--- src/verilog/dual_issue_pkg.sv ---
/*
 Dual-issue slice shared definitions.
 Widths, register and instruction typedefs, the ALU opcode encoding
 and the reset image of the register file.
*/

package dual_issue_pkg;

   localparam int DATA_W       = 32;                // Width of one register.
   localparam int REG_AW       = 4;                 // Register number width.
   localparam int NUM_REGS     = 1 << REG_AW;       // Sixteen architectural registers.
   localparam int ISSUE_W      = 2;                 // Slots in one instruction pair.
   localparam int NUM_RD_PORTS = 2 * ISSUE_W;       // Two source operands per slot.
   localparam int INSN_W       = 16;                // Width of one instruction word.
   localparam int OP_W         = 2;                 // Opcode field width.

   // Field positions inside an instruction word, counted from bit 0.
   localparam int OP_LSB  = 14;                     // Opcode sits in the top two bits.
   localparam int RD_LSB  = 10;                     // Destination register.
   localparam int RS1_LSB = 6;                      // First source register.
   localparam int RS2_LSB = 2;                      // Second source. Bits 1:0 are spare.

   typedef logic [DATA_W-1:0] data_t;               // Register value.
   typedef logic [REG_AW-1:0] reg_addr_t;           // Register number.
   typedef logic [INSN_W-1:0] insn_t;               // Raw instruction word.

   typedef enum logic [OP_W-1:0] {
      OP_ADD = 2'd0,                                // rs1 plus rs2.
      OP_SUB = 2'd1,                                // rs1 minus rs2.
      OP_XOR = 2'd2,
      OP_AND = 2'd3
   } alu_op_e;

   // Builds the reset image. Each byte of register i holds the value i.
   function automatic logic [DATA_W*NUM_REGS-1:0] reset_image();
      logic [DATA_W*NUM_REGS-1:0] img;
      img = '0;
      for (int i = 0; i < NUM_REGS; i++) begin
         img[i*DATA_W +: DATA_W] = {(DATA_W/8){8'(i)}}; // Index copied into every byte.
      end
      return img;
   endfunction

   localparam logic [DATA_W*NUM_REGS-1:0] REG_RESET_VECTOR = reset_image();

endpackage

--- src/verilog/issue_if.sv ---
/*
 Issue bus between decode and execute.
 Carries one decoded instruction pair with a single valid bit.
*/

`timescale 1ns/100ps

interface issue_if;

   logic                       valid;                       // A pair is present this cycle.
   dual_issue_pkg::alu_op_e   op  [dual_issue_pkg::ISSUE_W]; // Operation per slot.
   dual_issue_pkg::reg_addr_t rd  [dual_issue_pkg::ISSUE_W]; // Destination per slot.
   dual_issue_pkg::reg_addr_t rs1 [dual_issue_pkg::ISSUE_W]; // First source per slot.
   dual_issue_pkg::reg_addr_t rs2 [dual_issue_pkg::ISSUE_W]; // Second source per slot.

   // Decode owns the bus.
   modport producer (
      output valid,
      output op,
      output rd,
      output rs1,
      output rs2
   );

   // Execute only samples it.
   modport consumer (
      input valid,
      input op,
      input rd,
      input rs1,
      input rs2
   );

endinterface

--- src/verilog/decode_stage.sv ---
/*
 Decode stage.
 Splits an instruction pair into fields, drives the four register read
 ports and registers the decoded pair onto the issue bus.
*/

`timescale 1ns/100ps

module decode_stage (
   input  logic                  CLK,
   input  logic                  RST,
   input  logic                  issue_valid,
   input  dual_issue_pkg::insn_t insn0,
   input  dual_issue_pkg::insn_t insn1,
   output logic [dual_issue_pkg::NUM_RD_PORTS-1:0]                        re,
   output logic [dual_issue_pkg::NUM_RD_PORTS*dual_issue_pkg::REG_AW-1:0] raddr,
   issue_if.producer             iss
);

   localparam int AW = dual_issue_pkg::REG_AW;     // Short name for slicing.

   dual_issue_pkg::insn_t insn [dual_issue_pkg::ISSUE_W]; // Pair indexed by slot.

   assign insn[0] = insn0;
   assign insn[1] = insn1;

   // All four ports read whenever a pair arrives.
   assign re = {dual_issue_pkg::NUM_RD_PORTS{issue_valid}};

   // Port 2s reads rs1 and port 2s+1 reads rs2 of slot s.
   always_comb begin
      for (int s = 0; s < dual_issue_pkg::ISSUE_W; s++) begin
         raddr[(2*s)*AW +: AW]   = insn[s][dual_issue_pkg::RS1_LSB +: AW];
         raddr[(2*s+1)*AW +: AW] = insn[s][dual_issue_pkg::RS2_LSB +: AW];
      end
   end

   // High in the cycle after each issue strobe.
   always_ff @(posedge CLK or negedge RST) begin
      if (!RST) begin
         iss.valid <= 1'b0;
      end else begin
         iss.valid <= issue_valid;                 // Lines up with the registered rdata.
      end
   end

   // Field registers only load with a new pair.
   always_ff @(posedge CLK) begin
      if (issue_valid) begin
         for (int s = 0; s < dual_issue_pkg::ISSUE_W; s++) begin
            iss.op[s]  <= dual_issue_pkg::alu_op_e'(
                             insn[s][dual_issue_pkg::OP_LSB +: dual_issue_pkg::OP_W]);
            iss.rd[s]  <= insn[s][dual_issue_pkg::RD_LSB +: AW];
            iss.rs1[s] <= insn[s][dual_issue_pkg::RS1_LSB +: AW]; // Kept for forwarding.
            iss.rs2[s] <= insn[s][dual_issue_pkg::RS2_LSB +: AW];
         end
      end
   end

endmodule

--- src/verilog/dual_issue_core.sv ---
/*
 Dual-issue register read and execute slice.
 Joins decode, the register file and execute. A pair issued at one
 edge retires at the next.
*/

`timescale 1ns/100ps

module dual_issue_core (
   input  logic                      CLK,
   input  logic                      RST,
   input  logic                      issue_valid,
   input  dual_issue_pkg::insn_t     insn0,
   input  dual_issue_pkg::insn_t     insn1,
   output logic                      retire_valid,
   output dual_issue_pkg::reg_addr_t retire_rd0,
   output dual_issue_pkg::reg_addr_t retire_rd1,
   output dual_issue_pkg::data_t     retire_data0,
   output dual_issue_pkg::data_t     retire_data1
);

   localparam int NRD = dual_issue_pkg::NUM_RD_PORTS; // Read port count.
   localparam int NWR = dual_issue_pkg::ISSUE_W;      // One write port per slot.
   localparam int DW  = dual_issue_pkg::DATA_W;
   localparam int AW  = dual_issue_pkg::REG_AW;

   logic [NRD-1:0]    re;                          // Read enables from decode.
   logic [NRD*AW-1:0] raddr;                       // Read addresses from decode.
   logic [NRD*DW-1:0] rdata;                       // Registered read data to execute.
   logic [NWR-1:0]    we;                          // Write enables from execute.
   logic [NWR*AW-1:0] waddr;
   logic [NWR*DW-1:0] wdata;

   issue_if iss_bus ();                            // Decoded pair, decode to execute.

   decode_stage u_decode (
      .CLK         (CLK),
      .RST         (RST),
      .issue_valid (issue_valid),
      .insn0       (insn0),
      .insn1       (insn1),
      .re          (re),
      .raddr       (raddr),
      .iss         (iss_bus)
   );

   register_file #(
      .DW         (DW),
      .AW         (AW),
      .NUM_READ   (NRD),
      .NUM_WRITE  (NWR),
      .RST_VECTOR (dual_issue_pkg::REG_RESET_VECTOR)
   ) u_regfile (
      .CLK   (CLK),
      .RST   (RST),
      .re    (re),
      .raddr (raddr),
      .rdata (rdata),
      .we    (we),
      .waddr (waddr),
      .wdata (wdata)
   );

   execute_stage u_execute (
      .CLK          (CLK),
      .RST          (RST),
      .iss          (iss_bus),
      .rdata        (rdata),
      .we           (we),
      .waddr        (waddr),
      .wdata        (wdata),
      .retire_valid (retire_valid),
      .retire_rd0   (retire_rd0),
      .retire_rd1   (retire_rd1),
      .retire_data0 (retire_data0),
      .retire_data1 (retire_data1)
   );

endmodule

--- src/verilog/execute_stage.sv ---
/*
 Execute stage.
 Forwards the previous pair's results over stale register data, runs
 one ALU operation per slot, writes both results back and registers
 the retire outputs.
*/

`timescale 1ns/100ps

module execute_stage (
   input  logic                       CLK,
   input  logic                       RST,
   issue_if.consumer                  iss,
   input  logic [dual_issue_pkg::NUM_RD_PORTS*dual_issue_pkg::DATA_W-1:0] rdata,
   output logic [dual_issue_pkg::ISSUE_W-1:0]                        we,
   output logic [dual_issue_pkg::ISSUE_W*dual_issue_pkg::REG_AW-1:0] waddr,
   output logic [dual_issue_pkg::ISSUE_W*dual_issue_pkg::DATA_W-1:0] wdata,
   output logic                       retire_valid,
   output dual_issue_pkg::reg_addr_t  retire_rd0,
   output dual_issue_pkg::reg_addr_t  retire_rd1,
   output dual_issue_pkg::data_t      retire_data0,
   output dual_issue_pkg::data_t      retire_data1
);

   localparam int DW = dual_issue_pkg::DATA_W;     // Short names for slicing.
   localparam int AW = dual_issue_pkg::REG_AW;

   dual_issue_pkg::data_t opa    [dual_issue_pkg::ISSUE_W]; // First operand per slot.
   dual_issue_pkg::data_t opb    [dual_issue_pkg::ISSUE_W]; // Second operand per slot.
   dual_issue_pkg::data_t result [dual_issue_pkg::ISSUE_W]; // ALU output per slot.

   // The last pair's writes land at the same edge this pair read, so its results bypass rdata.
   // Slot 1 is checked first to match the write priority of the register file.
   function automatic dual_issue_pkg::data_t forward(
      input dual_issue_pkg::reg_addr_t addr,
      input dual_issue_pkg::data_t     rf_val
   );
      dual_issue_pkg::data_t val;
      val = rf_val;
      if (retire_valid && (retire_rd1 == addr)) begin
         val = retire_data1;
      end else if (retire_valid && (retire_rd0 == addr)) begin
         val = retire_data0;
      end
      return val;
   endfunction

   function automatic dual_issue_pkg::data_t alu(
      input dual_issue_pkg::alu_op_e op,
      input dual_issue_pkg::data_t   a,
      input dual_issue_pkg::data_t   b
   );
      case (op)
         dual_issue_pkg::OP_ADD: return a + b;
         dual_issue_pkg::OP_SUB: return a - b;    // rs1 minus rs2.
         dual_issue_pkg::OP_XOR: return a ^ b;
         default:                return a & b;    // OP_AND.
      endcase
   endfunction

   always_comb begin
      for (int s = 0; s < dual_issue_pkg::ISSUE_W; s++) begin
         opa[s]    = forward(iss.rs1[s], rdata[(2*s)*DW +: DW]);
         opb[s]    = forward(iss.rs2[s], rdata[(2*s+1)*DW +: DW]);
         result[s] = alu(iss.op[s], opa[s], opb[s]);
         waddr[s*AW +: AW] = iss.rd[s];            // Write port s belongs to slot s.
         wdata[s*DW +: DW] = result[s];
      end
   end

   assign we = {dual_issue_pkg::ISSUE_W{iss.valid}}; // Both slots always write back.

   always_ff @(posedge CLK or negedge RST) begin
      if (!RST) begin
         retire_valid <= 1'b0;
      end else begin
         retire_valid <= iss.valid;                // One cycle after decode hands over.
      end
   end

   // Retired results also feed the forwarding path of the next pair.
   always_ff @(posedge CLK) begin
      if (iss.valid) begin
         retire_rd0   <= iss.rd[0];
         retire_rd1   <= iss.rd[1];
         retire_data0 <= result[0];
         retire_data1 <= result[1];
      end
   end

endmodule

--- src/verilog/register_file.sv ---
/*
 Multi-port register file.
 Parameterized read and write port counts, registered read data and a
 reset to a per-register vector. The highest write port wins a clash.
*/

`timescale 1ns/100ps

module register_file #(
   parameter int DW        = 32,
   parameter int AW        = 4,
   parameter int NUM_READ  = 4,
   parameter int NUM_WRITE = 2,
   parameter logic [DW*(1<<AW)-1:0] RST_VECTOR = '0
) (
   input  logic                    CLK,
   input  logic                    RST,
   input  logic [NUM_READ-1:0]     re,
   input  logic [NUM_READ*AW-1:0]  raddr,
   output logic [NUM_READ*DW-1:0]  rdata,
   input  logic [NUM_WRITE-1:0]    we,
   input  logic [NUM_WRITE*AW-1:0] waddr,
   input  logic [NUM_WRITE*DW-1:0] wdata
);

   localparam int DEPTH = 1 << AW;                 // Number of registers.

   logic [DW-1:0] regs   [DEPTH];                  // Architectural state.
   logic [DW-1:0] rd_reg [NUM_READ];               // One output register per read port.

   // Later ports overwrite earlier ones in the loop, so port NUM_WRITE-1 has top priority.
   always_ff @(posedge CLK or negedge RST) begin
      if (!RST) begin
         for (int i = 0; i < DEPTH; i++) begin
            regs[i] <= RST_VECTOR[i*DW +: DW];     // Each register gets its own reset value.
         end
      end else begin
         for (int j = 0; j < NUM_WRITE; j++) begin
            if (we[j]) begin
               regs[waddr[j*AW +: AW]] <= wdata[j*DW +: DW];
            end
         end
      end
   end

   // Reads see the array as it was before this edge's writes.
   for (genvar p = 0; p < NUM_READ; p++) begin : g_read
      always_ff @(posedge CLK) begin
         if (re[p]) begin
            rd_reg[p] <= regs[raddr[p*AW +: AW]];  // Held while the enable is low.
         end
      end

      assign rdata[p*DW +: DW] = rd_reg[p];
   end

endmodule
--- config.mk ---
export PLATFORM = sky130hd
export DESIGN_NAME = dual_issue_core
export DESIGN_NICKNAME = d
export VERILOG_FILES = /design/src/verilog/dual_issue_pkg.sv /design/src/verilog/issue_if.sv /design/src/verilog/decode_stage.sv /design/src/verilog/dual_issue_core.sv /design/src/verilog/execute_stage.sv /design/src/verilog/register_file.sv
export SDC_FILE = /design/constraint.sdc
export NUM_CORES = 2
export LEC_CHECK = 0
export ABC_AREA = 0
export BUFFER_PORTS_ARGS = -buffer_cell sky130_fd_sc_hd__buf_2
export CAP_MARGIN = 0
export CORE_MARGIN = 2
export CORE_UTILIZATION = 50
export CTS_BUF_LIST = sky130_fd_sc_hd__clkbuf_4 sky130_fd_sc_hd__clkbuf_8
export CTS_CLUSTER_SIZE = 25
export DETAILED_ROUTE_END_ITERATION = 8
export HOLD_SLACK_MARGIN = 0.06
export PLACE_DENSITY = 0.68
export SYNTH_ARGS = -nofsm -noshare
export SYNTH_HDL_FRONTEND = slang
export SYNTH_SLANG_ARGS = --single-unit
--- constraint.sdc ---
create_clock -name CLK -period 5.9 [get_ports CLK]
set_input_delay 0.295 -clock CLK [delete_from_list [all_inputs] [get_ports CLK]]
set_output_delay 0.295 -clock CLK [all_outputs]
set_load 0.03 [all_outputs]
==> flow_metrics.env <==
export IMPL_synth_area_mux_share_pct=29.22
export IMPL_dpl_cell_area_mm2=0.05884
export IMPL_cts_buffers=139
export IMPL_synthFlopType="dfrtp_1"
export IMPL_fillers=8975
export IMPL_seq_area_frac_synth_pct=36.25
export IMPL_worst_path_max_fanout=17
export IMPL_cts_tree="yes"
export IMPL_critical_path_class="reg2reg"
export IMPL_clk_latency_ns=0.87
export IMPL_clkSinkCount=742
export IMPL_synth_cell_types=75
export IMPL_synthesis_nets=5318
export IMPL_antenna_found_initial=14
export IMPL_place_gp_congestion=1.012
export IMPL_wl_um=223300
export IMPL_drc=0
export IMPL_p_int_w=0.01982
export IMPL_drive_above_1_share_pct=29.97
export IMPL_syn_inst=5153
export IMPL_die_area_mm2=0.1123
export IMPL_gr_total_overflow=0
export IMPL_cts_root_buf="clkbuf_8"
export IMPL_std_cell_rows=121
export IMPL_routedWlPerCell_um=32.60
export IMPL_vias_per_cell=7.145
export IMPL_htreeDepth=4
export IMPL_fp_dieW_um=335.1
export IMPL_seqPwrFrac_pct=32.3
export IMPL_grt_usage_pct=39.77
export IMPL_required_ns=6.51
export IMPL_maxCapViolCount=0
export IMPL_reg2reg_depth=24
export IMPL_grt_max_degree=162
export IMPL_synth_async_reset_ratio_pct=69.27
export IMPL_relSlewSlack_pct=15.15
export IMPL_hold_ws_ns=0.1291
export IMPL_status="finished, final reports clean"
export IMPL_largest_reg_flops=512
export IMPL_switching_share_pct=43.93
export IMPL_clk_path_buf_depth=3
export IMPL_synth_compound_area_share_pct=14.98
export IMPL_tightest_slew_ns=1.270
export IMPL_grt_pass1_wl_um=322600
export IMPL_clk_pin_slew_ns=0.07
export IMPL_synth_seq_cells=742
export IMPL_period_needed_ns=5.698
export IMPL_pwr_share_clk_pct=15.7
export IMPL_r2r_end="u_execute.retire_data1[24]"
export IMPL_skew_ns=0.05264
export IMPL_first_pass_iters=8
export IMPL_initialDrtViolationCount=7864
export IMPL_p_leak_nw=23.82
export IMPL_period_share_pct=96.58
export IMPL_core_area_mm2=0.1089
export IMPL_yosysWarnings=0
export IMPL_p_comb_share_pct=52.0
export IMPL_p_per_area_mw_per_mm2=567.0
export IMPL_dp_hpwl_um=144200
export IMPL_cp_data_arrival_time_ns=6.31
export IMPL_synth_top_family_by_area="multiplexers"
export IMPL_final_nets=5477
export IMPL_hold_viol_final=0
export IMPL_r2r_slack_ns=0.20
export IMPL_multi_input_area_mm2=0.03339
export IMPL_netSwitchingPower_w=0.01553
export IMPL_fin_cells=6849
export IMPL_synth_adder_area_share_pct=2.995
export IMPL_place_inst=6554
export IMPL_fp_dieH_um=335.1
export IMPL_synthSimpleGateAreaFrac_pct=10.47
export IMPL_hold_class="in2async"
export IMPL_io_pins=108
export IMPL_setup_viol_count_final=0
export IMPL_area_growth_pct=13.75
export IMPL_synth_edff_count=228
export IMPL_postLayoutCellArea_mm2=0.06236
export IMPL_ir_worst_vdd_uv=256.8
export IMPL_postSynthAreaPerCell_um2=10.64
export IMPL_crit_path_end_kind="flop"
export IMPL_synth_xor_area_share_pct=2.317
export IMPL_netlist_area_mm2=0.05482
export IMPL_grt_pass1_vias=46970
export IMPL_crit_path_start_kind="flop"
export IMPL_detail_route_antenna_nets=0
export IMPL_maxSlewViolCount=0
export IMPL_vias=48940
export IMPL_timing_rr_start="u_decode.iss.rs2[1]"
export IMPL_start_util_pct=50.36
export IMPL_port_buffers=103
export IMPL_regArea_mm2=0.01987
export IMPL_fmax_mhz=175.5
-- metal layers --
layer	part of all wire (%)	wire, um	global-route usage, %	vias to the layer above
li1	-	-	-	19980
met1	34	76960	49.83	23820
met2	43	95440	57.32	4154
met3	16	34720	16.40	964
met4	7.2	16040	24.60	14
met5	0.057	127	0.3040	-
-- worst max path at each step --
stage / to / from / slack (ns)
floorplan: u_execute.retire_data0[31] / u_execute.retire_rd0[0] / -0.01
global placement: u_regfile.regs[155] / u_decode.iss.rs2[0] / -0.07
detailed placement: u_regfile.regs[511] / u_execute.retire_rd0[3] / -0.16
CTS: u_regfile.regs[159] / u_execute.retire_rd0[3] / 0.02
global route: u_regfile.regs[22] / u_decode.iss.rs2[1] / -0.02
finish: u_execute.retire_data1[24] / u_decode.iss.rs2[1] / 0.20
-- worst max-delay path: stages, from the launching register on --
cell and delay, ns:
edfxtp_1 0.41, nor2b_1 0.19, nor4b_4 0.38, nand3_4 0.18, buf_12 0.20, mux2i_1 0.14, o21ai_2 0.26, inv_1 0.07
ha_1 0.27, mux2i_1 0.10, fa_1 0.46, a21o_1 0.19, a21oi_1 0.20, o21ai_0 0.13, a31o_2 0.28, a221o_1 0.40
buf_4 0.16, a21o_1 0.16, nand2_1 0.07, a21boi_0 0.21, a221oi_2 0.31, xnor2_1 0.13, mux2i_1 0.24, buf_12 0.20
inv_1 0.05
-- kinds of logic (layout without fill, tap and decap cells) --
| logic type | count (synthesis) | count (layout) |
|---|---|---|
| other | 0 | 7 |
| AND/OR/NAND/NOR | 1363 | 1364 |
| adder cells (fa/ha/maj) | 130 | 130 |
| buffers and inverters | 542 | 816 |
| multiplexers | 798 | 798 |
| XOR/XNOR | 145 | 145 |
| AO/OA/AOI/OAI | 1433 | 1433 |
| flip-flops | 742 | 742 |
-- synth_stat cells (8+ instances only) --
cell	instances	area, um^2
a211oi_1	61	457.9
nand4_1	11	68.82
edfxtp_1	228	6847
a31oi_1	73	456.7
o21ai_0	526	2633
dfrtp_1	386	9659
clkbuf_1	391	1468
o31ai_1	10	75.07
xnor2_1	81	709.4
and3_1	28	175.2
o22ai_1	47	294.0
mux4_2	640	14410
nand2_1	645	2421
mux2_2	16	180.2
or2_2	11	68.82
a22oi_2	9	112.6
a21oi_1	435	2177
buf_1	71	266.5
nor2_1	461	1730
mux2i_1	142	1421
nor4_1	13	81.33
xor2_1	64	560.5
nand2b_1	47	294.0
buf_2	10	50.05
inv_1	67	251.5
o21a_1	12	90.09
a21o_1	39	292.8
a22oi_1	8	60.06
nand3_1	44	220.2
o211ai_1	135	1013
nor3_1	44	220.2
dfstp_2	128	3363
ha_1	128	1602
nor2b_1	17	106.4
o21ai_1	40	200.2
-- final cells by class --
cell class / count / share of cell area [%]
Timing Repair Buffer: 492 / 6.497
Sequential cell: 742 / 31.87
Antenna cell: 7 / 0.02809
Tap cell: 1414 / 2.837
Clock inverter: 52 / 0.7765
Multi-Input combinational cell: 3870 / 53.55
Clock buffer: 205 / 4.043
Inverter: 67 / 0.4033
-- per-stage QoR --
step / worst slack (ns) / setup TNS [ns] / util (%) / power [W]
final: 0.2020 / 0 / 57.29 / 0.03536
after global routing: -0.02036 / -0.07063 / 57.27 / 0.03680
after CTS: 0.01605 / 0 / 57.11 / 0.03459
after detailed placement: -0.1562 / -2.547 / 54.05 / 0.02898
after global placement: -0.07476 / -1.649 / 54.05 / 0.02846
after floorplan: -0.01188 / -0.01188 / - / 0.02157
-- cell usage in the layout (no fill, tap or decap), types with 47 or more instances in the layout --
| master | count |
|---|---|
| buf_4 | 331 |
| mux4_2 | 640 |
| xnor2_1 | 79 |
| xor2_1 | 64 |
| edfxtp_1 | 228 |
| nand2_1 | 627 |
| dfrtp_1 | 385 |
| nand2b_1 | 47 |
| nor2_1 | 433 |
| o21ai_0 | 513 |
| ha_1 | 127 |
| clkbuf_4 | 48 |
| a21oi_1 | 431 |
| mux2i_1 | 141 |
| o21ai_1 | 48 |
| a31oi_1 | 71 |
| clkbuf_8 | 157 |
| o22ai_1 | 47 |
| o211ai_1 | 135 |
| a211oi_1 | 61 |
| buf_2 | 89 |
| inv_1 | 67 |
| dfstp_2 | 128 |
-- power groups by stage --
stage	Clock, W	Sequential (W)	Combinational, W
after floorplan	0	0.0104	0.0112
after global placement	0	0.0110	0.0175
after detailed placement	0	0.0112	0.0178
after CTS	0.00556	0.0112	0.0179
after global routing	0.00578	0.0116	0.0194
final	0.00555	0.0114	0.0184
-- repair_timing --
| action | CTS | global route |
|---|---|---|
| resized for setup | 8 | 44 |
| pin swaps | 1 | 8 |
| setup endpoints to repair | 83 | 232 |
| hold buffers | 26 | 0 |
| setup buffers | 0 | 4 |
| gates cloned | 0 | 1 |
| hold endpoints to repair | 190 | 0 |
No activity file was read; power rests on OpenSTA's default activity.
